===== src/verilog/icache_cfg_pkg.sv =====
package icache_cfg_pkg;

    //////////////////////////////////////////////////
    // cache geometry
    //////////////////////////////////////////////////

    // 4 ways of 64 sets
    localparam int NUM_WAYS = 4;
    localparam int NUM_SETS = 64;
    localparam int WAY_W    = 2;

    // one line holds eight instructions
    localparam int WORDS_PER_LINE = 8;
    localparam int WORD_W         = 32;
    localparam int LINE_W         = WORDS_PER_LINE * WORD_W;

    // address split, tag | index | byte offset
    localparam int TAG_W    = 21;
    localparam int INDEX_W  = 6;
    localparam int OFFSET_W = 5;

endpackage


===== src/verilog/icache_types_pkg.sv =====
package icache_types_pkg;

    // fetch address as seen by the cache
    typedef struct packed {
        logic [icache_cfg_pkg::TAG_W-1:0]    tag;
        logic [icache_cfg_pkg::INDEX_W-1:0]  index;
        logic [icache_cfg_pkg::OFFSET_W-1:0] offset;
    } fetch_addr_t;

    typedef struct packed {
        logic [icache_cfg_pkg::TAG_W-1:0] tag;
    } tag_entry_t;

    // words[0] sits in the low 32 bits of the memory beat
    typedef struct packed {
        logic [icache_cfg_pkg::WORDS_PER_LINE-1:0][icache_cfg_pkg::WORD_W-1:0] words;
    } cache_line_t;

    typedef struct packed {
        logic        valid;
        fetch_addr_t addr;
    } fetch_req_t;

    typedef struct packed {
        logic                              ok1;
        logic                              ok2;
        fetch_addr_t                       pc;
        logic [icache_cfg_pkg::WORD_W-1:0] inst1;
        logic [icache_cfg_pkg::WORD_W-1:0] inst2;
    } fetch_resp_t;

    typedef struct packed {
        logic [icache_cfg_pkg::NUM_WAYS-1:0] we;
        logic [icache_cfg_pkg::INDEX_W-1:0]  index;
        tag_entry_t                          tag;
    } fill_wr_t;

endpackage


===== src/verilog/refill_ctrl.sv =====
module refill_ctrl (
    input  icache_types_pkg::fetch_req_t       req_i,
    input  logic                               hit_i,
    input  logic [icache_cfg_pkg::WAY_W-1:0]   hit_way_i,
    input  icache_types_pkg::cache_line_t      hit_line_i,
    input  logic [icache_cfg_pkg::WAY_W-1:0]   victim_way_i,
    input  logic                               ret_valid_i,
    input  icache_types_pkg::cache_line_t      ret_data_i,
    output logic                               stall_o,
    output logic                               rd_req_o,
    output icache_types_pkg::fetch_addr_t      rd_addr_o,
    output icache_types_pkg::fill_wr_t         fill_o,
    output logic                               touch_o,
    output logic [icache_cfg_pkg::WAY_W-1:0]   touch_way_o,
    output icache_types_pkg::fetch_resp_t      resp_o
);

    logic                                miss;
    logic                                refill;
    logic                                last_word;
    logic [2:0]                          word_off;
    icache_types_pkg::cache_line_t       src_line;

    //////////////////////////////////////////////////
    // miss handling
    //////////////////////////////////////////////////

    assign miss   = req_i.valid && !hit_i;
    assign refill = miss && ret_valid_i;

    // stall covers the return cycle as well
    assign stall_o   = miss;
    assign rd_req_o  = miss && !ret_valid_i;
    assign rd_addr_o = '{tag: req_i.addr.tag, index: req_i.addr.index, offset: '0};

    assign fill_o.we    = refill ? (icache_cfg_pkg::NUM_WAYS'(1) << victim_way_i) : '0;
    assign fill_o.index = req_i.addr.index;
    assign fill_o.tag   = '{tag: req_i.addr.tag};

    //////////////////////////////////////////////////
    // response words
    //////////////////////////////////////////////////

    assign word_off  = req_i.addr.offset[icache_cfg_pkg::OFFSET_W-1:2];
    assign last_word = &word_off;
    assign src_line  = hit_i ? hit_line_i : ret_data_i;

    assign resp_o.ok1   = hit_i || refill;
    assign resp_o.ok2   = resp_o.ok1 && !last_word;
    assign resp_o.pc    = req_i.addr;
    assign resp_o.inst1 = src_line.words[word_off];
    // second word never crosses into the next line
    assign resp_o.inst2 = last_word ? '0 : src_line.words[word_off + 3'd1];

    // replacement state follows every served fetch
    assign touch_o     = resp_o.ok1;
    assign touch_way_o = hit_i ? hit_way_i : victim_way_i;

endmodule


===== config.mk =====
export PLATFORM = sky130hd
export DESIGN_NAME = refill_ctrl
export DESIGN_NICKNAME = d
export VERILOG_FILES = /design/src/verilog/icache_cfg_pkg.sv /design/src/verilog/icache_types_pkg.sv /design/src/verilog/refill_ctrl.sv
export SDC_FILE = /design/constraint.sdc
export NUM_CORES = 1
export LEC_CHECK = 0
export ABC_AREA = 1
export BUFFER_PORTS_ARGS = -buffer_cell sky130_fd_sc_hd__buf_2
export CORE_AREA = 8 8 269 271
export DETAILED_ROUTE_END_ITERATION = 10
export DIE_AREA = 0 0 277 279
export GPL_ROUTABILITY_DRIVEN = 0
export PLACE_DENSITY = 0.34
export SYNTH_ARGS = -nofsm -noshare
export SYNTH_HDL_FRONTEND = slang
export SYNTH_SLANG_ARGS = --single-unit

===== constraint.sdc =====
create_clock -name vclk -period 3
set_input_delay 0.15 -clock vclk [all_inputs]
set_output_delay 0.15 -clock vclk [all_outputs]
set_load 0.05 [all_outputs]

Word level (Yosys, flattened, before mapping)
Index checks and enable logic that the tools add are counted. Widths: inputs -> output; s select.

Bits in registers: 0. Input port bits: 551. Output and inout bits: 166.

Add/subtract/negate cells: 1. Magnitude comparators: 2. Shifts and indexed selects: 1. Mux-type cells: 8. Reduce and logical (&&, ||, !) cells: 9.

Operator list (number): $mux 256 (1); $bmux 32 s3 (2); $mux 32 (3); $lt 3x4->1 const B (2); $logic_and 1x1->1 (4); $mux 4 (1); $shl 1x2->4 const A (1); $add 3x1->3 const B (1); $logic_not 1->1 (3); $reduce_and 3->1 (1); $mux 2 (1); $logic_or 1x1->1 (1).

Logic depth before layout (Yosys ltp)
Word-level depth: 5. Mapped depth: 11. Gate-level depth less buffers: 8.

Worst setup path after synthesis
No wires, ideal clock.

Kind: input -> output. From: input port hit_i. To: output port fill_o[27] (netlist bit). Data arrival time: 2.634 ns. Data required time: 2.850 ns. Path slack: 0.216 ns. Stages on the path: 6. Path buffers: 3. Cell sequence: buf_6 buf_6 buf_2 nor2_1 nand2_1 nor3_1.

RTL lines: start: declaration (RTL line refill_ctrl.sv:3) `input logic hit_i,`; end: declaration (RTL line refill_ctrl.sv:12) `output icache_types_pkg::fill_wr_t fill_o,`.

==> metrics.md <==
| Metric | Value |
|---|---|
| Status | `completed` |
| Top cells by area, synth | `nand3_1 41%, nand2_1 32%, buf_4 8.9%` |
| Initial Util | `0.1288` |
| Setup CP Type | `input pin to primary output` |
| Register share of total power | `0` |
| Maxcap violations | `0` |
| Mapped Area | `8757 um^2` |
| Vias per inst | `4.522` |
| Layout cells sized above 1 | `0.2887` |
| DRT iter0 DRCs | `1082` |
| Clock buffers | `0` |
| Area Growth Syn to Fin | `37.86%` |
| Post-synth top area cell | `nand3_1` |
| Area share of the largest cell type after synthesis | `0.4069` |
| Seq cells | `0` |
| Routed WL | `between 70 and 80 mm` |
| Tot GR Track Use | `0.1761` |
| Post-Place Setup Slack | `310.4 ps` |
| LEAKAGE | `6.658 nW` |
| Die footprint | `77280 um^2` |
| IO Count | `717` |
| DR WL/cell | `22.81 um` |
| Post-CTS Hold Buffers | `0` |
| Initial antenna violation count | `23` |
| Die width | `277 um` |
| CP Max Fanout | `41` |
| Crit path DAT | `2420 ps` |
| Max-slew violation count | `0` |
| Final setup violation count | `0` |
| Fin. Hold Viols | `0` |
| Slew @ Worst Pin | `678.6 ps` |
| DP Cell Count | `3203` |
| PnR worst setup slack | `429.6 ps` |
| Largest vdd supply drop | `0.1058 mV` |
| Remaining antenna violation count | `0` |
| Synth cell types | `19` |
| Switching part of the total | `0.6899` |
| Clk pwr share | `0` |
| Post-CTS Setup Bufs | `0` |
| Commonest cells post-synth | `750 x nand2_1, 712 x nand3_1, 112 x nor2_1, 104 x buf_4, 69 x buf_2` |
| Critical-path cell list | `buf_8 > ha_4 > buf_12 > nand3_1 > nand3_1 > nand2_1 > nor2_1 > buf_2` |
| Row cnt | `96` |
| Sum Neg Setup Slack | `0 ps` |
| Fin crit share | `0.8568` |
| Core area | `between 60000 and 70000 um^2` |
| Hold WC Path Type | `input pin to primary output` |
| Number of port buffers | `600` |
| Int Pwr | `869.6 uW` |
| Min cycle time layout | `2570 ps` |
| Die H | `279 um` |
| Vias in the first global route | `14.73k` |
| CP max-delay cell | `ha_4` |
| Startpoint Class | `input pin` |
| Slew headroom | `0.5476` |
| Share of synthesized area occupied by flip-flops and latches | `0` |
| Register area | `0 um^2` |
| Nets | `2876` |
| TritonRoute pass-1 iters | `5` |
| Most frequent cell after synthesis | `nand2_1` |
| Most frequent CP cell | `nand3_1` |
| HPWL after detailed placement | `60.64 mm` |
| FILL cells | `8328` |
| Combinational power share | `1.000` |
| Psw | `1.935 mW` |
| FMAX | `just under 0.4 GHz` |
| Final total power | `2.804 mW` |
| Largest net degree at the start of global routing | `66` |
| Mapped Cells | `between 1.5k and 2k` |
| First-pass GRT wire length | `103.8 mm` |
| Mapped Avg Cell Area | `4.599 um^2` |
| Post-CTS sizing | `0` |
| Slowest cell delay on critical path | `590 ps` |
| Critical path data required time | `roughly 2900 ps` |
| Finished Layout Cells | `3210` |
| Drt drc | `0` |
| RSZ-0062 raised after global routing | `no` |
| Pwr Density | `232.3 nW/um^2` |
| Overflow after GRT | `0` |
| Crit end category | `primary output` |
| Via count | `approximately 15k` |
| Yosys warns | `0` |
-- critical path: cells and delay by family --
kind	cells	cell delay, ps
buffers and inverters	3	810
and+or+nand+nor	4	780
adders and majority gates	1	590
-- cell families (layout without fill, tap and decap cells) --
family	Yosys count	in the layout	synth area share
AND/OR/NAND/NOR	1587	1587	0.7850
adder cells (fa/ha/maj)	2	2	0.002857
buffers and inverters	268	681	0.1855
other	1	12	0.0004282
AO/OA/AOI/OAI	46	46	0.02629
-- area by class of cell --
class | instances | area [um^2] | area share
well taps | 882 | 1104 | 0.09141
diodes | 7 | 17.52 | 0.001451
multi-input cells | 1640 | 7163 | 0.5933
inverters | 20 | 92.59 | 0.007669
repair buffers | 661 | 3696 | 0.3061
-- power by group through the flow --
stage / combinational (mW) / clock (mW) / sequential [mW]
floorplan: 1.99 / 0 / 0
global placement: 2.85 / 0 / 0
detailed placement: 2.84 / 0 / 0
CTS: 2.85 / 0 / 0
global route: 3.06 / 0.000000179 / 0
finish: 2.80 / 0.000000314 / 0
-- routing by layer --
metal | GRT usage | routed length, um
met3 | 0.03790 | 5135
met1 | 0.2169 | 30890
met2 | 0.3134 | 35400
met4 | 0.03588 | 1681
met5 | 0 | 108
-- path summary, 6_finish.rpt --
kind	start	endpoint	slack, ps	cells past startpoint
worst min-delay path	req_i[0]	resp_o[64]	300	0
worst max-delay path	req_i[2]	resp_o[0]	430	8
-- per-stage QoR --
stage,utilization,cell area (um^2),hold slack (ps)
6_report,0.1776,12070,300.0
3_5_place_dp,0.1773,12060,300.6
3_3_place_gp,0.1773,12060,300.6
5_1_grt,0.1775,12070,300.1
4_1_cts,0.1773,12060,300.6
2_1_floorplan,-,8772,467.1
-- layout by cell type (no fill, tap or decap) --
cell	count
nor3_1	5
diode_2	7
conb_1	5
nand2_1	750
ha_4	1
o21ai_1	28
buf_4	51
nor2_1	112
clkinv_2	2
ha_2	1
inv_8	2
a21oi_1	12
o21ai_0	6
buf_12	16
inv_2	3
inv_1	13
buf_8	2
and2_1	8
buf_2	592
nand3_1	712
No activity file was read; power rests on OpenSTA's default activity.
