`src/verilog/icache_cfg_pkg.sv`:
```
package icache_cfg_pkg;

    //////////////////////////////////////////////////
    // cache geometry
    //////////////////////////////////////////////////

    // 4 ways of 64 sets
    localparam int NUM_WAYS = 4;
    localparam int NUM_SETS = 64;
    localparam int WAY_W    = 2;

    // one line holds eight instructions
    localparam int WORDS_PER_LINE = 8;
    localparam int WORD_W         = 32;
    localparam int LINE_W         = WORDS_PER_LINE * WORD_W;

    // address split, tag | index | byte offset
    localparam int TAG_W    = 21;
    localparam int INDEX_W  = 6;
    localparam int OFFSET_W = 5;

endpackage

```
`src/verilog/plru_tree.sv`:
```
module plru_tree (
    input  logic                               clk,
    input  logic                               rst,
    input  logic [icache_cfg_pkg::INDEX_W-1:0] index_i,
    input  logic                               touch_i,
    input  logic [icache_cfg_pkg::WAY_W-1:0]   touch_way_i,
    output logic [icache_cfg_pkg::WAY_W-1:0]   victim_way_o
);

    // tree bits per set
    logic [icache_cfg_pkg::NUM_SETS-1:0] root_q;
    logic [icache_cfg_pkg::NUM_SETS-1:0] leaf1_q;
    logic [icache_cfg_pkg::NUM_SETS-1:0] leaf2_q;

    //////////////////////////////////////////////////
    // victim choice
    //////////////////////////////////////////////////

    // root picks the pair, the leaf picks inside it
    always_comb begin
        if (root_q[index_i]) begin
            victim_way_o = {1'b1, leaf2_q[index_i]};
        end else begin
            victim_way_o = {1'b0, leaf1_q[index_i]};
        end
    end

    //////////////////////////////////////////////////
    // update on use
    //////////////////////////////////////////////////

    always_ff @(posedge clk) begin
        if (!rst) begin
            root_q  <= '0;
            leaf1_q <= '0;
            leaf2_q <= '0;
        end else if (touch_i) begin
            // point away from the way just used
            root_q[index_i] <= ~touch_way_i[1];
            if (!touch_way_i[1]) begin
                leaf1_q[index_i] <= ~touch_way_i[0];
            end else begin
                leaf2_q[index_i] <= ~touch_way_i[0];
            end
        end
    end

endmodule

```
`config.mk`:
```
export PLATFORM = sky130hd
export DESIGN_NAME = plru_tree
export DESIGN_NICKNAME = d
export VERILOG_FILES = /design/src/verilog/icache_cfg_pkg.sv /design/src/verilog/plru_tree.sv
export SDC_FILE = /design/constraint.sdc
export NUM_CORES = 1
export LEC_CHECK = 0
export BUFFER_PORTS_ARGS = -buffer_cell sky130_fd_sc_hd__buf_2
export CORE_MARGIN = 2
export CORE_UTILIZATION = 63
export DETAILED_ROUTE_END_ITERATION = 10
export GPL_TIMING_DRIVEN = 0
export PLACE_DENSITY = 0.8
export SYNTH_ARGS = -nofsm -noshare
export SYNTH_HDL_FRONTEND = slang
export SYNTH_SLANG_ARGS = --single-unit
```
`constraint.sdc`:
```
create_clock -name clk -period 1.9 [get_ports clk]
set_input_delay 0.095 -clock clk [delete_from_list [all_inputs] [get_ports clk]]
set_output_delay 0.095 -clock clk [all_outputs]
set_load 0.03 [all_outputs]
```
Word-level counts from Yosys, hierarchy flattened
Cells that the tools add are included.
- flip-flop bits (word level): 192
- bits in latches: 0
- RAM bits: 0
- ROM bits: 0
- input bits: 11
- output and inout bits: 2
- memories: 0
- $add $sub $neg: 0
- $mul: 0
- divide/modulo/power cells: 0
- magnitude comparators: 2
- equal/unequal tests: 0
- shift-type cells: 0
- muxes and demuxes: 12
- bitwise logic cells: 2
- reduce and logical (&&, ||, !) cells: 3
- operators with widths (cell ; count):
    $bwmux 64 ; 3
    $bmux 1 s6 ; 3
    $lt 6x7->1 const B ; 1
    $demux 1 s6 ; 1
    $ge 6x1->1 const B ; 1
    $mux 1 ; 4
    $reduce_and 2->1 ; 2
    $mux 2 ; 1
    $not 1->1 ; 2
    $logic_and 1x1->1 ; 1

Longest topological paths before layout
- depth after elaboration: 5
- mapped depth: 9
- gate-level depth less buffers: 6

Worst setup path before layout
No wires, ideal clock.
- path type: input to output
- start point: input index_i[2] in the netlist's numbering
- end point: output victim_way_o[0] in the netlist's numbering
- arrival time: 2075 ps
- required time: 1805 ps
- path slack: -270 ps
- cell stages on the path: 8
- path buffers: 2
- path through: buf_2 > buf_2 > mux2_1 > a221oi_1 > nor2_1 > o21ai_1 > nand4b_4 > mux2i_1
- word-level cells in the longest chain between the ends: 3
- elaborated cells on any way between the ends: 7
- those cells by class: mux (7)
- RTL lines (what ; RTL line ; text):
    start, declared ; plru_tree.sv:4 ; input logic [icache_cfg_pkg::INDEX_W-1:0] index_i,
    $bmux 1 s6 (on tied branches) ; plru_tree.sv:24, plru_tree.sv:21, plru_tree.sv:22 ;
    $mux 1 (on tied branches) ; plru_tree.sv:24, plru_tree.sv:21, plru_tree.sv:22 ;
    $mux 2 (*) ; plru_tree.sv:21 ; if (root_q[index_i]) begin
    end, declared ; plru_tree.sv:7 ; output logic [icache_cfg_pkg::WAY_W-1:0] victim_way_o
Mark *: on every way between the ends. The rest lies on a longest branch, timed or not. The select of a mux whose other input is x is not followed.

Worst setup path after layout
- start point: input index_i[0] in the netlist's numbering
- end point: output victim_way_o[0] in the netlist's numbering
Same word-level chain as after synthesis.

==> summary.txt <==
STA
  – Final Max Tran Viols: 0
  – Ratio of final minimum period to clock period: 139%
  – Setup violators final: 5
  – Highest Clock Rate: ~380 MHz
  – Setup repair after global routing missed its margin: true
  – Worst-case clock skew: 0 ps
  – Setup WS post-layout: -742 ps
  – Total count of hold-check failures in the final report: 0
  – Tmin final: roughly 2600 ps
  – Headroom to the max-slew limit: approximately 38%
  – Least-Margin Pin Slew: a little over 900 ps

CTS
  – Inserted Clock Buffers: 17
  – Clk sink count: 192
  – Clock-pin slew on the worst setup and hold paths: 80 ps
  – CTS tree: done
  – Buffers from clock root to sink, at most: 2
  – Deepest level of the CTS H-tree: 4
  – Skew-Pair Late Insertion Delay: approximately 450 ps
  – Clock Root Buffer: sky130_fd_sc_hd__clkbuf_16

Logic synthesis
  – Count of flip-flops with a built-in enable after synthesis: 0
  – Share of synthesized registers carrying an async set or reset: 0%
  – Warning count from the yosys run: 0
  – Mapped Cells: 1,006
  – Synth top area cells: sky130_fd_sc_hd__dfxtp_1, sky130_fd_sc_hd__a21oi_1, sky130_fd_sc_hd__a311oi_1
  – Fraction of post-synthesis cell area in the top cell type by area: 43.3%
  – Most used standard cells in the synthesized netlist: sky130_fd_sc_hd__dfxtp_1, sky130_fd_sc_hd__a21oi_1, sky130_fd_sc_hd__a311oi_1
  – Sequential share of the synthesized area: between 40% and 50%
  – Yosys top cell by area: sky130_fd_sc_hd__dfxtp_1
  – Mapped cell area: ~9000 um2
  – Avg Inst Size Synth: 8.83 um2
  – Yosys reg bits: ~190
  – Most frequently used flop master after synthesis: sky130_fd_sc_hd__dfxtp_1
  – Synth unique cells: 57
  – Total nets after synthesis: around 1,000
  – Most frequent cell after synthesis: sky130_fd_sc_hd__dfxtp_1

Detailed routing
  – First-iteration detailed-routing DRC count: 2,277
  – DR DRC count: 0
  – Per-cell via count in the routed design: ~8.0
  – Per-cell routed wire length: roughly 31 um
  – Remaining antenna violation count: 0
  – Detailed-route wire length: between 30,000 and 40,000 um
  – Vias: roughly 10,000
  – First-pass DRT Iterations: 8

Die
  – Die outline area: between 15,000 and 20,000 um2
  – Std-Cell Rows: 43
  – Core area: ~14,000 um2
  – Die X-Extent: approximately 120 um
  – Overall die height: 123 um
  – IO Count: 13
  – Effective utilization at floorplan: roughly 64%

Job
  – Maximum Capacitance Violations: 0

Worst setup path
  – Kind of start point of the critical path: input port
  – Launch point of the worst reg-to-reg path: leaf2_q[47]
  – Cells traversed along the worst timing path: buf_2, buf_4, nor2b_2, clkbuf_2, a22oi_1, a31oi_1, a21oi_1, and4_1, mux2i_4, buf_6
  – Endpoint required time on the critical path: about 1800 ps
  – Worst-case reg-to-reg path depth: 2
  – CP Launch Point: index_i[0]
  – Longest individual stage delay on the worst path: roughly 420 ps
  – Crit end category: primary output
  – Crit Path Class: input port to primary output
  – Slowest stage cell on the critical path: sky130_fd_sc_hd__clkbuf_2
  – Max FO, Critical Path: 10
  – Arrival time of the worst setup path: 2550 ps

Placed design
  – Global placement routability congestion: around 1.1
  – Worst setup slack before clock tree synthesis: -885 ps
  – PortBufs: 9
  – Post-placement cell area: just over 9000 um2
  – DP HPWL: 26,200 um

Global route
  – Total routing resource utilization after global routing: a little over half
  – Initial antenna violation count: 0
  – GR Overflow Total: 0
  – Pin count of the biggest net entering global routing: 19
  – Number of global-route vias before repair: between 8,000 and 9,000
  – Wire length of the first global-routing pass: 57,000 um

Finish
  – Antenna cells: 0
  – Growth of design area from synthesis to finish: 14.5%
  – Storage cell area: ~3800 um2
  – Fraction of final layout cells with drive strength greater than 1: approximately 17%
  – Count of filler cells inserted in the layout: around 1,100
  – Area of all placed cells without fillers: about 10,000 um2
  – Multi-input gate area: 4640 um2
  – Final net count: 1,068

Power
  – Leakage: 3.26 nW
  – VDD IR-drop max: approximately 0.75 mV
  – Cell Pwr Density: between 800 and 900 nW/um2

Min path
  – Class of the tightest hold or removal check: input port to flip-flop
  – Cell depth of the worst min-delay path: 2
  – Launch point of the worst hold path: rst

Status
  – Status: finished with violations
  – Failing checks: negative setup slack
==> power breakdown <==
group | internal, W | total [W] | switching (W)
sequential | 0.00404 | 0.00405 | 0.0000123
clock | 0.00199 | 0.00379 | 0.00180
combinational | 0.000215 | 0.000929 | 0.000714
total | 0.00624 | 0.00877 | 0.00253
==> critical path, delay by kind of cell <==
family | cells | cell delay, ps
buffers and inverters | 4 | 910
AND/OR/NAND/NOR | 2 | 710
AO/OA/AOI/OAI | 3 | 640
multiplexers | 1 | 180
==> cell usage in the layout, fill, tap and decap left out, drive strengths merged, types with 4 or more instances in the layout <==
master | synthesis | final
a211oi | 20 | 20
a21oi | 181 | 181
a221oi | 46 | 46
a22oi | 18 | 18
a311oi | 101 | 101
a32oi | 4 | 4
and2 | 5 | 5
and3b | 4 | 4
buf | 41 | 68
clkbuf | 84 | 107
dfxtp | 192 | 192
inv | 4 | 11
mux2 | 15 | 15
mux4 | 4 | 4
nand2 | 45 | 45
nand3 | 9 | 9
nor2 | 65 | 65
nor2b | 5 | 5
nor3 | 32 | 32
nor4bb | 4 | 4
o211a | 8 | 8
o21ai | 43 | 43
o22ai | 10 | 10
or3 | 23 | 23
or3b | 5 | 5
==> cells by family (layout without fill, tap and decap cells) <==
family,Yosys count,count (layout),synth area share (%)
buffers and inverters,129,193,6.37
flip-flops,192,192,43.3
AO/OA/AOI/OAI,450,450,34.3
multiplexers,22,22,3.30
AND/OR/NAND/NOR,213,213,12.8
==> worst paths after layout <==
path,to,slack [ps]
setup / recovery,victim_way_o[0],-740
setup reg to reg,leaf2_q[47],1060
hold / removal,leaf2_q[10],80
hold reg to reg,root_q[28],480
==> final cells by class <==
cell class | count | share of cell area, %
clock inverters | 14 | 1.67
inverters | 4 | 0.148
flip-flops and latches | 192 | 37.8
multi-input cells | 685 | 45.6
clock buffers | 18 | 4.22
plain buffers | 125 | 5.97
repair buffers | 32 | 2.35
well taps | 180 | 2.21
==> sequential cells by signal, summed over array words and instances, names as in the netlist <==
name     cells
leaf1_q     64
leaf2_q     64
root_q      64
==> layer usage <==
layer | global-route usage, % | wire length, um
met5 | 0 | 0
met4 | 37.4 | 3440
met3 | 22.2 | 6940
met2 | 71.4 | 15300
met1 | 67.0 | 13700
==> per-stage QoR <==
step | std cells | hold slack [ps] | util, % | setup TNS, ps | power (W)
floorplan | 1006 | 380 | - | 0 | 0.00461
global placement | 1195 | 461 | 66.4 | -85800 | 0.00493
detailed placement | 1195 | 466 | 66.4 | -88570 | 0.00494
CTS | 1232 | 71.9 | 71.9 | -1060 | 0.00858
global route | 1250 | 111 | 73.6 | -1190 | 0.00881
finish | 1250 | 79.6 | 73.6 | -1340 | 0.00877
==> repair_timing <==
item / CTS / global route
resized for setup: 38 / 36
hold buffers: 0 / 0
endpoints found under the hold margin: 0 / 0
pin swaps: 6 / 6
buffers inserted: 5 / 18
endpoints found under the setup margin: 99 / 112
Note: power is estimated with default switching activity, not from simulation.
