File: config.mk
export PLATFORM = sky130hd
export DESIGN_NAME = hit_select
export DESIGN_NICKNAME = d
export VERILOG_FILES = /design/src/verilog/icache_cfg_pkg.sv /design/src/verilog/icache_types_pkg.sv /design/src/verilog/hit_select.sv
export SDC_FILE = /design/constraint.sdc
export NUM_CORES = 1
export LEC_CHECK = 0
export BUFFER_PORTS_ARGS = -buffer_cell sky130_fd_sc_hd__clkbuf_2
export CAP_MARGIN = 20
export CORE_AREA = 2 2 565 567
export DETAILED_ROUTE_END_ITERATION = 6
export DIE_AREA = 0 0 567 569
export PLACE_DENSITY = 0.3
export SYNTH_ARGS = -nofsm -noshare
export SYNTH_HDL_FRONTEND = slang
export SYNTH_SLANG_ARGS = --single-unit
File: constraint.sdc
create_clock -name clk -period 6 [get_ports clk]
set_input_delay 1.8 -clock clk [delete_from_list [all_inputs] [get_ports clk]]
set_output_delay 1.8 -clock clk [all_outputs]
set_load 0.005 [all_outputs]
File: src/verilog/icache_cfg_pkg.sv
package icache_cfg_pkg;

    //////////////////////////////////////////////////
    // cache geometry
    //////////////////////////////////////////////////

    // 4 ways of 64 sets
    localparam int NUM_WAYS = 4;
    localparam int NUM_SETS = 64;
    localparam int WAY_W    = 2;

    // one line holds eight instructions
    localparam int WORDS_PER_LINE = 8;
    localparam int WORD_W         = 32;
    localparam int LINE_W         = WORDS_PER_LINE * WORD_W;

    // address split, tag | index | byte offset
    localparam int TAG_W    = 21;
    localparam int INDEX_W  = 6;
    localparam int OFFSET_W = 5;

endpackage

File: src/verilog/icache_types_pkg.sv
package icache_types_pkg;

    // fetch address as seen by the cache
    typedef struct packed {
        logic [icache_cfg_pkg::TAG_W-1:0]    tag;
        logic [icache_cfg_pkg::INDEX_W-1:0]  index;
        logic [icache_cfg_pkg::OFFSET_W-1:0] offset;
    } fetch_addr_t;

    typedef struct packed {
        logic [icache_cfg_pkg::TAG_W-1:0] tag;
    } tag_entry_t;

    // words[0] sits in the low 32 bits of the memory beat
    typedef struct packed {
        logic [icache_cfg_pkg::WORDS_PER_LINE-1:0][icache_cfg_pkg::WORD_W-1:0] words;
    } cache_line_t;

    typedef struct packed {
        logic        valid;
        fetch_addr_t addr;
    } fetch_req_t;

    typedef struct packed {
        logic                              ok1;
        logic                              ok2;
        fetch_addr_t                       pc;
        logic [icache_cfg_pkg::WORD_W-1:0] inst1;
        logic [icache_cfg_pkg::WORD_W-1:0] inst2;
    } fetch_resp_t;

    typedef struct packed {
        logic [icache_cfg_pkg::NUM_WAYS-1:0] we;
        logic [icache_cfg_pkg::INDEX_W-1:0]  index;
        tag_entry_t                          tag;
    } fill_wr_t;

endpackage

File: src/verilog/hit_select.sv
module hit_select (
    input  logic                               clk,
    input  logic                               rst,
    input  icache_types_pkg::fetch_req_t       req_i,
    input  icache_types_pkg::tag_entry_t       tags_i [icache_cfg_pkg::NUM_WAYS],
    input  icache_types_pkg::cache_line_t      lines_i [icache_cfg_pkg::NUM_WAYS],
    input  icache_types_pkg::fill_wr_t         fill_i,
    output logic                               hit_o,
    output logic [icache_cfg_pkg::WAY_W-1:0]   hit_way_o,
    output icache_types_pkg::cache_line_t      hit_line_o
);

    logic [icache_cfg_pkg::NUM_SETS-1:0][icache_cfg_pkg::NUM_WAYS-1:0] valid_q;
    logic [icache_cfg_pkg::NUM_WAYS-1:0]                               way_hit;

    // valid bits, set when a way is refilled
    always_ff @(posedge clk) begin
        if (!rst) begin
            valid_q <= '0;
        end else begin
            for (int w = 0; w < icache_cfg_pkg::NUM_WAYS; w++) begin
                if (fill_i.we[w]) begin
                    valid_q[fill_i.index][w] <= 1'b1;
                end
            end
        end
    end

    // per-way tag compare
    for (genvar w = 0; w < icache_cfg_pkg::NUM_WAYS; w++) begin : g_cmp
        assign way_hit[w] = valid_q[req_i.addr.index][w] &&
                            (tags_i[w].tag == req_i.addr.tag);
    end

    assign hit_o = req_i.valid && (|way_hit);

    // at most one way matches, so no priority is needed
    always_comb begin
        hit_way_o = '0;
        for (int w = 0; w < icache_cfg_pkg::NUM_WAYS; w++) begin
            if (way_hit[w]) begin
                hit_way_o = w[icache_cfg_pkg::WAY_W-1:0];
            end
        end
    end

    assign hit_line_o = lines_i[hit_way_o];

endmodule

# Word level (Yosys, flattened, before mapping)
# Index checks and enable logic that the tools add are counted.
# op_classes
mux,23
reduce_logical,7
bitwise,5
order_cmp,4
eq_ne,4
# op_table
op,count
$mux 256,9
$or 256x256->256,4
$bmux 256 s2,1
$demux 4 s6,4
$eq 21x21->1,4
$bmux 4 s6,1
$lt 6x7->1 const B,2
$mux 4,2
$ge 6x1->1 const B,1
$logic_and 1x1->1,6
$mux 2,3
$reduce_or 4->1,1
$ge 3x3->1 const B,1
$mux 3,1
$not 2->3,1
$mux 1,2
# word_totals
regBits,256
wordCells,107
inputBits,1174

# Depth between registers and ports, before layout
# logic_depth
depth_word,15
depth_mapped,13
mapped_depth_nobuf,7

# Worst setup path before layout
# No wires, ideal clock.
# synth_path
path_kind,input to output
startpoint,in req_i[5] (netlist name)
endpoint,out hit_o
n_path_buf,6
arrival_time_ns,4.242
slack_ns,-0.042
stages,11
path_cell_list,buf_6 -> buf_12 -> buf_12 -> buf_12 -> buf_4 -> buf_2 -> mux4_2 -> mux4_2 -> a22oi_1 -> a21oi_1 -> o31a_1
# synth_via
elab_chain_cells,5
elab_cells_between_ends,8
classes_between,mux (2); reduce/logical (6)
# synth_lines
item,line,rtl
"start, declared",hit_select.sv:4,"input icache_types_pkg::fetch_req_t req_i,"
$bmux 4 s6 (*),hit_select.sv:31,assign way_hit[w] = valid_q[req_i.addr.index][w] &&
$mux 4 (implied by the code) (*),hit_select.sv:31,
$logic_and 1x1->1,hit_select.sv:31,
$reduce_or 4->1 (*),hit_select.sv:35,assign hit_o = req_i.valid && (|way_hit);
$logic_and 1x1->1 (*),hit_select.sv:35,
"end, declared",hit_select.sv:8,"output logic hit_o,"
# Every way passes the cells marked *; elsewhere a longest branch is shown, timed or not. The select of a mux whose other input is x is not followed.

==> impl_metrics.json <==
{
  "floorplan.die_area_um2": 322600,
  "numCtsBuffers": 34,
  "p_leak_nw": 17.38,
  "synth-seq-area-share": 0.2458,
  "syn-mean-instance-area_um2": 8.821,
  "violations": "negative setup slack",
  "tritoncts_clock_tree": "built",
  "worst_setup_hold_path_clk_slew_ns": 0.05,
  "tightest_slew_ns": 1.050,
  "layout_min_cycle_time_ns": 6.831,
  "clock.fmax_mhz": 146.4,
  "min_path_type": "flop to flop",
  "crit_path_max_fanout": 12,
  "crit_path_cell_trace": "buf_16 -> buf_12 -> buf_12 -> mux4_2 -> mux4_2 -> nand2_4 -> o21ai_4 -> a31oi_4 -> buf_12 -> buf_16 -> buf_6 -> nor3_4 -> a211oi_4 -> buf_4 -> buf_6",
  "routedWlPerCell_um": 32.35,
  "combPwrFrac": 0.291,
  "yosysWarningCount": 0,
  "clockPowerShare": 0.381,
  "rsz_0062_raised_after_global_routing": "yes",
  "timing.critical_path.required_ns": 4.20,
  "synth_largest_area_cell": "dfxtp_1",
  "globalRouteTotalUtil": 0.1564,
  "clk_latency_ns": 0.53,
  "drt-total-wl_um": 274700,
  "largest_register_ffs": 256,
  "critPathTopFamily": "buffers and inverters",
  "syn_to_final_growth_pct": 110.9,
  "relative_slew_slack": 0.2982,
  "p_int_w": 0.003656,
  "coreArea_um2": 316800,
  "swShare": 0.3029,
  "timing.final.ws_setup_ns": -0.8311,
  "detail_route.iter0.violations": 1818,
  "placement.setup.worst_slack_ns": -1.469,
  "vias_in_the_first_global_route": 28430,
  "hold_violations": 0,
  "clock-sinks": 256,
  "largest_family_of_logic_cells_by_synthesized_area": "compound AO/OA/AOI/OAI gates",
  "run_status": "finished with violations",
  "grt_start_max_net_pins": 118,
  "max_flop_register": "valid_q",
  "die-height_um": 569,
  "worstSetupPathType": "input port to primary output",
  "vias": 28130,
  "dpl.hpwl_um": 225900,
  "drc_errors": 0,
  "post_synth_num_cell_types": 47,
  "p_per_area_nw_per_um2": 119.2,
  "fin_tns_setup_ns": -160.79,
  "share_seq_of_total_power": 0.328,
  "antenna_found_initial": 193,
  "drv_slew": 0,
  "path_common_cell": "buf_12",
  "layout.nets": 5390,
  "layout-drive-gt1-share": 0.6340,
  "start_kind": "input port",
  "firstDrtPassIters": 5,
  "globalRoute.totalOverflow": 0,
  "syn-num-nets": 3538,
  "drtAntennaViolNets": 0,
  "netlist_area_um2": 20850,
  "async_reset_ff_frac": 0,
  "postSynth.topFlopCell": "dfxtp_1",
  "yosys-top-cells-area": "dfxtp_1, a211oi_2, mux2i_1",
  "floorplan.rows": 207,
  "io_buffers": 1406,
  "power.ir.vdd_worst_mv": 0.1384,
  "routabilityCongestion": 1.092,
  "worstPathBufferInverterCount": 8,
  "power_switching_w": 0.001589,
  "synth_seq_cells": 256,
  "yosys.area_share.simple": 0.2171,
  "synth_xor_xnor_area_share": 0.03528,
  "fp.dieW_um": 567,
  "setup.worst_path.end_class": "primary output",
  "cts_max_path_buffers": 3,
  "grt_pass1_wl_um": 327100,
  "i_o_pin_cnt": 1433,
  "adder_cell_share_of_the_synthesized_area": 0,
  "maxCapViolations": 0,
  "synth_enable_flop_cells": 0,
  "slowest_stage": "mux4_2",
  "largest_registers": "valid_q (256)",
  "final_period_utilization": 1.139,
  "initial_core_util": 0.06584,
  "postSynthCellCount": 2364,
  "fin_util": 0.1389,
  "synth_compound_area_frac": 0.2234,
  "route.detailed.vias_per_inst": 3.312,
  "synth.top_cell.area_share": 0.2458,
  "clockRootBuffer": "clkbuf_16",
  "worstPathArrival_ns": 5.03,
  "fin_skew_ns": 0,
  "htree_levels": 2,
  "synth_mux_area_frac": 0.2077,
  "setup_viol_count_final": 259,
  "timing.critical_path.slowest_cell_delay_ns": 0.53
}
==> layout by cell type, fill, tap and decap left out, types with 72 or more instances in the layout <==
cell type  instances
clkbuf_2        1164
buf_4            355
nor2_1           315
a21oi_1          258
nor2b_1          256
dfxtp_1          256
a211oi_2         204
mux2i_1          177
buf_2            148
buf_6            144
nor3_1           137
buf_12            94
diode_2           74
nor3_2            72
==> what timing repair did <==
action                                  4_1_cts  5_1_grt
setup buffers                                96       85
pin swaps                                    73      174
gates resized for setup                     436      668
gates cloned                                 40       37
endpoints found under the setup margin      259      259
hold buffers                                  0        0
==> path summary, 6_finish.rpt <==
path	start	end	slack (ns)	cells past startpoint
setup / recovery	req_i[5]	hit_line_o[6]	-0.83	15
setup reg to reg	valid_q[205]	valid_q[205]	5.37	2
hold reg to reg	valid_q[71]	valid_q[71]	0.48	2
hold / removal	valid_q[71]	valid_q[71]	0.48	2
==> Yosys cell counts, types with 11 or more instances <==
cell / count
nor4_1: 11
nor3_1: 262
dfxtp_1: 256
nor2b_1: 256
a211oi_2: 239
xnor2_1: 42
buf_8: 24
mux2i_1: 267
nand4_1: 12
buf_2: 42
nor2_1: 331
mux4_2: 56
a211oi_1: 19
buf_4: 25
a21oi_1: 259
xor2_1: 42
clkbuf_1: 115
mux4_1: 13
==> cells by family (layout without fill, tap and decap cells) <==
kind of cell | after synthesis | in the layout
simple gates | 911 | 911
compound gates | 540 | 540
mux | 341 | 341
flops | 256 | 256
buf+inv | 232 | 2106
xor+xnor | 84 | 84
other cells | 0 | 74
==> worst register-to-register path: stages (launching register included) <==
cell     delay [ns]
dfxtp_1        0.37
a21oi_1        0.06
nor2b_1        0.14
==> final cells by class <==
cell class | count | area [um^2]
Clock buffer | 49 | 1008
Sequential cell | 256 | 5125
Multi-Input combinational cell | 1876 | 16600
Fill cell | 36460 | 272800
Timing Repair Buffer | 2044 | 15750
Tap cell | 4180 | 5230
Inverter | 4 | 15.01
Antenna cell | 74 | 185.2
Clock inverter | 9 | 77.57
==> power groups by stage <==
stage / Combinational, W / Clock [W] / Sequential, W
6_report: 0.00152 / 0.00200 / 0.00172
5_1_grt: 0.00160 / 0.00213 / 0.00172
3_3_place_gp: 0.00139 / 0 / 0.00176
3_5_place_dp: 0.00138 / 0 / 0.00176
2_1_floorplan: 0.000394 / 0 / 0.00175
4_1_cts: 0.00147 / 0.00206 / 0.00172
==> through the flow <==
stage | cell area, um^2 | hold slack, ns | power [W] | cells
6_report | 43990 | 0.4792 | 0.005245 | 8492
5_1_grt | 43910 | 0.4970 | 0.005441 | 8460
4_1_cts | 40730 | 0.4828 | 0.005253 | 8347
3_5_place_dp | 35650 | 0.4683 | 0.003140 | 8160
3_3_place_gp | 35640 | 0.4622 | 0.003147 | 8160
2_1_floorplan | 20860 | 0.4499 | 0.002148 | 2364
==> layer usage <==
metal	track usage	part of all wire	up-vias
li1	-	-	12400
met1	0.1787	0.38	13810
met4	0.05939	0.045	70
met5	0	0.0016	-
met2	0.2682	0.49	1428
met3	0.05220	0.087	414
(Power assumes the default switching activity.)
