[config.mk]
export PLATFORM = sky130hd
export DESIGN_NAME = cache_ram
export DESIGN_NICKNAME = d
export VERILOG_FILES = /design/src/verilog/icache_cfg_pkg.sv /design/src/verilog/cache_ram.sv
export SDC_FILE = /design/constraint.sdc
export NUM_CORES = 1
export LEC_CHECK = 0
export BUFFER_PORTS_ARGS = -buffer_cell sky130_fd_sc_hd__buf_2
export CORE_AREA = 2 2 67 82
export CTS_CLUSTER_SIZE = 16
export DETAILED_ROUTE_END_ITERATION = 8
export DIE_AREA = 0 0 69 84
export HOLD_SLACK_MARGIN = 0.12
export PLACE_DENSITY_LB_ADDON = 0.08
export SYNTH_ARGS = -nofsm -noshare
export SYNTH_HDL_FRONTEND = slang
export SYNTH_SLANG_ARGS = --single-unit
[constraint.sdc]
create_clock -name clk -period 4.89 [get_ports clk]
set_input_delay 0.489 -clock clk [delete_from_list [all_inputs] [get_ports clk]]
set_output_delay 0.489 -clock clk [all_outputs]
set_load 0.02 [all_outputs]
[src/verilog/icache_cfg_pkg.sv]
package icache_cfg_pkg;

    //////////////////////////////////////////////////
    // cache geometry
    //////////////////////////////////////////////////

    // 4 ways of 64 sets
    localparam int NUM_WAYS = 4;
    localparam int NUM_SETS = 64;
    localparam int WAY_W    = 2;

    // one line holds eight instructions
    localparam int WORDS_PER_LINE = 8;
    localparam int WORD_W         = 32;
    localparam int LINE_W         = WORDS_PER_LINE * WORD_W;

    // address split, tag | index | byte offset
    localparam int TAG_W    = 21;
    localparam int INDEX_W  = 6;
    localparam int OFFSET_W = 5;

endpackage

[src/verilog/cache_ram.sv]
module cache_ram #(
    parameter type payload_t = logic
) (
    input  logic                               clk,
    input  logic                               we_i,
    input  logic [icache_cfg_pkg::INDEX_W-1:0] wr_index_i,
    input  payload_t                           wr_data_i,
    input  logic                               rd_en_i,
    input  logic [icache_cfg_pkg::INDEX_W-1:0] rd_index_i,
    output payload_t                           rd_data_o
);

    payload_t mem [icache_cfg_pkg::NUM_SETS];

    // write port, one entry per set
    always_ff @(posedge clk) begin
        if (we_i) begin
            mem[wr_index_i] <= wr_data_i;
        end
    end

    // registered read, held when not enabled
    always_ff @(posedge clk) begin
        if (rd_en_i) begin
            rd_data_o <= mem[rd_index_i];
        end
    end

endmodule

Yosys cells after proc, flatten, opt, wreduce, memory -nomap -nowiden
Memories as Yosys holds them, arrays and structs flattened. A register that Yosys moved wholly into a read port is not among the register bits.
Cells that the tools add are included.
{"block": "word_totals", "register_bits": 0, "elab_cells": 3, "ram_bits": 64, "in_bits": 16, "n_memories": 1}
{"block": "op_classes", "n_mux": 2}
{"name": "mem", "depth": 64, "width": 1, "rd": 1, "rd_clocked_by_memory_dff": 1, "write_ports": 1, "line_no": "cache_ram.sv:13", "text": "payload_t mem [icache_cfg_pkg::NUM_SETS];"}
{"cell": "1-bit 2-to-1 mux", "count": 2}

Depth between registers and ports, before layout
Gate-level depths: netlist of the first run.
{"block": "logic_depth", "ltp_word": 2, "depth_mapped": 6, "ltp_nobuf": 4}

Worst setup path after synthesis of the first run
OpenSTA, ideal clock, no wires.
{"block": "synth_timing", "path_kind": "input to register", "startpoint": "input port rd_index_i[1] (netlist bit)", "endpoint": "register rd_data_o, read port of mem (data pin)", "setup_time_ns": 0.257, "slack_ns": 2.726, "cell_stages": 5, "path_buffers": 1, "arrival_ns": 1.907, "cell_sequence": "buf_6 -> mux4_2 -> mux4_2 -> or2_0 -> a32o_1"}
{"element": "start: declaration", "line_no": "cache_ram.sv:9", "text": "input logic [icache_cfg_pkg::INDEX_W-1:0] rd_index_i,"}
{"element": "end: declaration", "line_no": "cache_ram.sv:10", "text": "output payload_t rd_data_o"}

==> impl_metrics.tcl, run 1 <==
set metrics [dict create \
    ctsHtreeMaxLevel 3 \
    initial_utilization 0.5756 \
    cts.sink_count 65 \
    setup.worst_path.start_class "input pin" \
    routed_via_density 5.863 \
    post-cts-setup-buffers 0 \
    power.switching_uw 228.9 \
    power.share.combinational 0.067 \
    route.detailed.drc 0 \
    result_of_the_run "finished, final reports clean" \
    achievable-frequency_ghz 0.4740 \
    synthSimpleGateAreaFrac 0.1583 \
    final_layout_size_suffix_gt1_frac 0.1757 \
    power_leakage_nw 0.9895 \
    number_of_antenna_violations_at_the_first_check_in_global_routing 0 \
    insertion_delay_ps 330 \
    syn_area_um2 2924 \
    finalWirelength_um 5402 \
    syn_nets 220 \
    post_synthesis_cell_type_with_the_largest_combined_area "edfxtp_1" \
    synth-seq-cells 65 \
    syn_inst 204 \
    maximum_number_of_pins_on_one_net_before_global_route_repair 65 \
    worst_path_largest_cell_delay_ps 590 \
    clk_pin_slew_worst_paths_ps 70 \
    synth_mux_area_frac 0.1399 \
    routed_wire_length_per_instance_um 19.02 \
    p_total_mw 1.046 \
    relSlewSlack 0.3797 \
    synth.yosys.seq_area_share 0.6675 \
    p_seq_frac 0.592 \
    hp-class "input pin to flip-flop" \
    grt_first_pass_wirelength_um 8804 \
    buffer_ports.inserted 16 \
    postCtsHoldBufs 0 \
    top_cells_by_area_in_the_synthesized_netlist "edfxtp_1 67%, nor2_1 8.6%, mux4_2 7.7%" \
    synth_adder_area_share 0 \
    critical_path.n_buffers_inverters 1 \
    areaGrowthSynthToFinish_pct 8.644 \
    fin_tns_setup_ps 0 \
    post-route-cell-area_um2 3177 \
    tightest_slew_ps 930.5 \
    required_time_of_the_critical_path_ps 4980 \
    grt_pass1_vias 1702 \
    detailedPlacementHpwl_um 3553 \
    layout_fillers 411 \
    slew_violations 0 \
    worst_vdd_ir_mv 0.2434 \
    io-pin-count 17 \
    finalCritPeriodShare 0.4315 \
    synth_top_family_by_area "simple AND/OR/NAND/NOR gates" \
    numCtsBuffers 9 \
    clock_skew_ps 7.208 \
    final-setup-viol-count 0 \
    max_cap_viol_count 0 \
    drtIter0Drc 153 \
    synth_area_per_cell_um2 14.33 \
    post_cts.resized_instances 0 \
    cpMaxStageDelayCell "mux4_1" \
    die_area_um2 5796 \
    placed_inst_area_um2 3028 \
    clockRootBuffer "clkbuf_8" \
    layout.core_utilization 0.6254 \
    final_antenna_net_count 0 \
    count_of_nets_after_finishing 235 \
    cells_along_the_critical_path "buf_2, mux4_1, mux4_2, or2_0, a32o_1" \
    switching_share 0.2190 \
    synth_cell_type_count 24 \
    die_w_um 69 \
    count_of_vias_placed_by_the_detailed_router 1665 \
    synthesized_area_fraction_occupied_by_ao_oa_aoi_and_oai_cells 0.01583 \
    power_density_nw_per_um2 329.1 \
    rsz0062_at_grt "no" \
    fp.coreArea_um2 5080 \
    timing.setup.critical_path_class "input pin to flip-flop" \
    gp_congestion 0.7993 \
    synth.yosys.warnings 0 \
    worstSetupEndpointType "flip-flop" \
    fp-row-count 29 \
    globalRouteTotalUtil 0.2109 \
    globalRouteOverflowTotal 0 \
    synth_top_area_share 0.6675 \
    detailedRoute.firstPassIterationCount 4 \
    critical-path-top-delay-family "multiplexers" \
    height_of_the_die_um 84 \
    power.share.clock 0.341 \
    internal_power_uw 816.6 \
    min_period_ps 2110 \
    hold_violations 0 \
    cts_tree "yes" \
    clk_path_buf_depth 2 \
    critPathArrivalTime_ps 2200 \
    timing.critical_path.fanout_max 13 \
    insertedDiodeCount 0 \
    synth_xor_xnor_area_share 0 \
]
## cells in the final DEF (no fill, tap or decap)
cell        Yosys  final
nand4_1         3      3
a22oi_1         2      2
a32o_1          1      1
clkinvlp_4      0      1
or3_1           1      1
mux4_1          7      7
nor2b_1         5      5
mux4_2         10     10
or2_0           1      1
nand2_1         7      7
a41oi_1         1      1
a21boi_0        1      1
nand3b_1        4      4
nor2_1         67     67
nand2b_1        2      2
nand4b_1        1      1
clkinv_1        0      2
or3b_2          1      1
edfxtp_1       65     65
buf_2           1     16
and2b_1         1      1
nor3_1          2      2
a21oi_1         1      1
clkinv_2        0      2
clkbuf_8        0      9
nand3_1         9      9
## sequential cells by signal, indices dropped and copies added, names as in the netlist
signal / cells
mem: 64
rd_data_o: 1
## area by class of cell
type	instances	area, um2	area share
clock inverter	5	25.02	0.007877
multi-input combinational	127	918.4	0.2891
timing repair buffer	16	80.08	0.02521
sequential	65	1952	0.6144
tap	62	77.57	0.02442
clock buffer	9	123.9	0.03899
## worst reg2reg max path, stage by stage, from the launching register on
cell,delay [ps]
edfxtp_1,390
mux4_1,490
mux4_2,470
or2_0,210
a32o_1,200
## power groups by stage
| stage | Combinational [mW] | Sequential, mW | Clock, mW |
|---|---|---|---|
| 2_1_floorplan | 0.0444 | 0.631 | 0 |
| 3_3_place_gp | 0.0681 | 0.631 | 0 |
| 3_5_place_dp | 0.0703 | 0.631 | 0 |
| 4_1_cts | 0.0706 | 0.619 | 0.365 |
| 5_1_grt | 0.0775 | 0.619 | 0.385 |
| 6_report | 0.0699 | 0.619 | 0.357 |
## Yosys cell counts
| library cell | instances |
|---|---|
| mux4_2 | 10 |
| edfxtp_1 | 65 |
| a41oi_1 | 1 |
| nor3_1 | 2 |
| or2_0 | 1 |
| nand3_1 | 9 |
| buf_2 | 1 |
| nor2b_1 | 5 |
| nor2_1 | 67 |
| or3b_2 | 1 |
| a32o_1 | 1 |
| nand3b_1 | 4 |
| a21oi_1 | 1 |
| a22oi_1 | 2 |
| mux4_1 | 7 |
| and2b_1 | 1 |
| nand4b_1 | 1 |
| nand4_1 | 3 |
| nand2_1 | 7 |
| or3_1 | 1 |
| clkbuf_1 | 10 |
| a21boi_0 | 1 |
| buf_6 | 1 |
| nand2b_1 | 2 |
## through the flow
| step | cells | worst slack, ps | hold WS (ps) |
|---|---|---|---|
| final | 284 | 2780 | 353.1 |
| after global routing | 284 | 2687 | 345.1 |
| after CTS | 284 | 2785 | 343.8 |
| after detailed placement | 270 | 2428 | 695.2 |
| after global placement | 270 | 2448 | 691.2 |
| after floorplan | 204 | 2726 | 587.9 |
## final timing paths
kind | start | end | slack [ps] | depth (start not counted)
max | rd_index_i[1] | rd_data_o | 2780 | 5
min | rd_en_i | rd_data_o | 350 | 1
max reg2reg | mem[7] | rd_data_o | 2890 | 4
min reg2reg | mem[47] | rd_data_o | 940 | 4
## per-layer routing
metal | vias up | share of wire | track usage
met5 | - | 0 | 0
met1 | 825 | 0.44 | 0.2747
met2 | 36 | 0.51 | 0.3409
met4 | 0 | 0.024 | 0.1070
li1 | 794 | - | -
met3 | 10 | 0.030 | 0.03865
## logic make-up after synthesis
kind of cell / Yosys count
compound gates: 6
simple gates: 104
mux: 17
buf+inv: 12
flops: 65
Power figures use the tool's default switching activity.
==> inputs of run 2 (changes only) <==
- clock period: 4.89 -> 2.09 ns (I/O delays scaled with it)
==> run 2 against run 1 <==
Non-clock buffer count grew 4. Via count grew 3.8%. Critical path depth shrank 1. Largest power group unchanged. Highest routed layer unchanged.
==> impl_metrics.tcl, run 2 (synthesis gave the netlist of run 1 again) <==
set metrics [dict create \
    critical_path.n_buffers_inverters 0 \
    final-setup-viol-count 0 \
    globalRoute.busiestLayer "met2" \
    worstSetupEndpointType "flip-flop" \
    ctsHtreeMaxLevel 3 \
    required_time_of_the_critical_path_ps 2200 \
    postCtsHoldBufs 1 \
    final_antenna_net_count 0 \
    worst_vdd_ir_mv 0.6910 \
    initial_utilization 0.5756 \
    fp.coreArea_um2 5080 \
    achievable-frequency_ghz 0.4937 \
    max_cap_viol_count 0 \
    p_total_mw 2.753 \
    min_period_ps 2025 \
    height_of_the_die_um 84 \
    hold_slack_ps 208.1 \
    grt_first_pass_wirelength_um 8797 \
    r2r_depth 4 \
    clock_skew_ps 11.10 \
    globalRouteOverflowTotal 0 \
    finalCritPeriodShare 0.9691 \
    cts_tree "yes" \
    hold_violations 0 \
    drtIter0Drc 139 \
    route.detailed.drc 0 \
    globalRouteTotalUtil 0.2100 \
    insertion_delay_ps 350 \
    registers.top_by_ff_count "mem" \
    largestRegisters "mem (64), rd_data_o (1)" \
    buffer_ports.inserted 16 \
    clockRootBuffer "clkbuf_8" \
    most_common_cell_after_layout_fill_and_taps_aside "nor2_1" \
    slew_violations 0 \
    cpMaxStageDelayCell "mux4_1" \
    clk_pin_slew_worst_paths_ps 70 \
    timing.setup.critical_path_class "flip-flop to flip-flop" \
    detailedRoute.firstPassIterationCount 4 \
    min_delay_path_depth 2 \
    cts.sink_count 65 \
    globalRouteMet3Util 0.04106 \
    largest_register_ffs 64 \
    pre_cts_slack_ps -22.68 \
    tightest_slew_ps 951.9 \
    layout.core_utilization 0.6463 \
    routed_wire_length_per_instance_um 19.30 \
    final_layout_size_suffix_gt1_frac 0.1930 \
    critPathArrivalTime_ps 2130 \
    finalWirelength_um 5596 \
    cp.depth 4 \
    worst_path_largest_cell_delay_ps 510 \
    clk_path_buf_depth 2 \
    layout_common_cells "67 x nor2_1, 65 x edfxtp_1, 16 x buf_2" \
    die_area_um2 5796 \
    die_w_um 69 \
    setup.worst_path.start_class "flip-flop" \
    cells_along_the_critical_path "mux4_1, mux4_2, or2_0, a32o_1" \
    areaGrowthSynthToFinish_pct 12.28 \
    relSlewSlack 0.3654 \
    io-pin-count 17 \
    number_of_antenna_violations_at_the_first_check_in_global_routing 0 \
    routed_via_density 5.962 \
    grt_pass1_vias 1706 \
    slack_of_the_critical_path_ps 64.67 \
    post_cts.resized_instances 0 \
    gp_congestion 0.7890 \
    grtUsageMet2 0.3383 \
    result_of_the_run "finished, final reports clean" \
    post-cts-setup-buffers 0 \
    count_of_nets_after_finishing 239 \
    hp-class "input pin to flip-flop" \
    critical-path-top-delay-family "multiplexers" \
    timing.critical_path.fanout_max 1 \
    insertedDiodeCount 0 \
    grt_util_met1 0.2702 \
    count_of_vias_placed_by_the_detailed_router 1729 \
    fp-row-count 29 \
    maximum_number_of_pins_on_one_net_before_global_route_repair 65 \
    detailedPlacementHpwl_um 3553 \
    power_density_nw_per_um2 838.4 \
    power_leakage_nw 1.045 \
    numCtsBuffers 9 \
    rsz0062_at_grt "no" \
]
[run 2: metrics by stage]
step | area, um2 | setup TNS (ps) | cells
after floorplan | 2924 | 0 | 204
after global placement | 3063 | 0 | 273
after detailed placement | 3063 | -22.68 | 273
after CTS | 3283 | 0 | 290
after global routing | 3283 | 0 | 290
final | 3283 | 0 | 290
[run 2: report_power, final]
part | leakage (nW) | internal [mW] | switching (mW)
Combinational | 0.351 | 0.0692 | 0.106
Clock | 0.108 | 0.665 | 0.465
Sequential | 0.586 | 1.45 | 0.00202
Total | 1.04 | 2.18 | 0.573
[run 2: final timing paths]
check	start	endpoint	slack, ps
setup / recovery	mem[0]	rd_data_o	60
hold / removal	rd_index_i[5]	rd_data_o	210
setup reg to reg	mem[0]	rd_data_o	60
hold reg to reg	mem[42]	rd_data_o	940
[run 2: worst reg2reg max path, stage by stage, from the launching register on]
cell and delay [ps]:
edfxtp_1 370, mux4_1 510, mux4_2 480, or2_0 220
a32o_1 200
[run 2: layout make-up]
type / count / area [um2]
Tap cell: 62 / 77.57
Multi-Input combinational cell: 127 / 918.4
Clock inverter: 6 / 82.58
Clock buffer: 10 / 127.6
Fill cell: 401 / 1797
Timing Repair Buffer: 20 / 125.1
Sequential cell: 65 / 1952
[run 2: layer usage]
| metal | part of all wire | vias up |
|---|---|---|
| li1 | - | 804 |
| met1 | 0.40 | 851 |
| met2 | 0.51 | 63 |
| met3 | 0.069 | 11 |
| met4 | 0.019 | 0 |
| met5 | 0 | - |
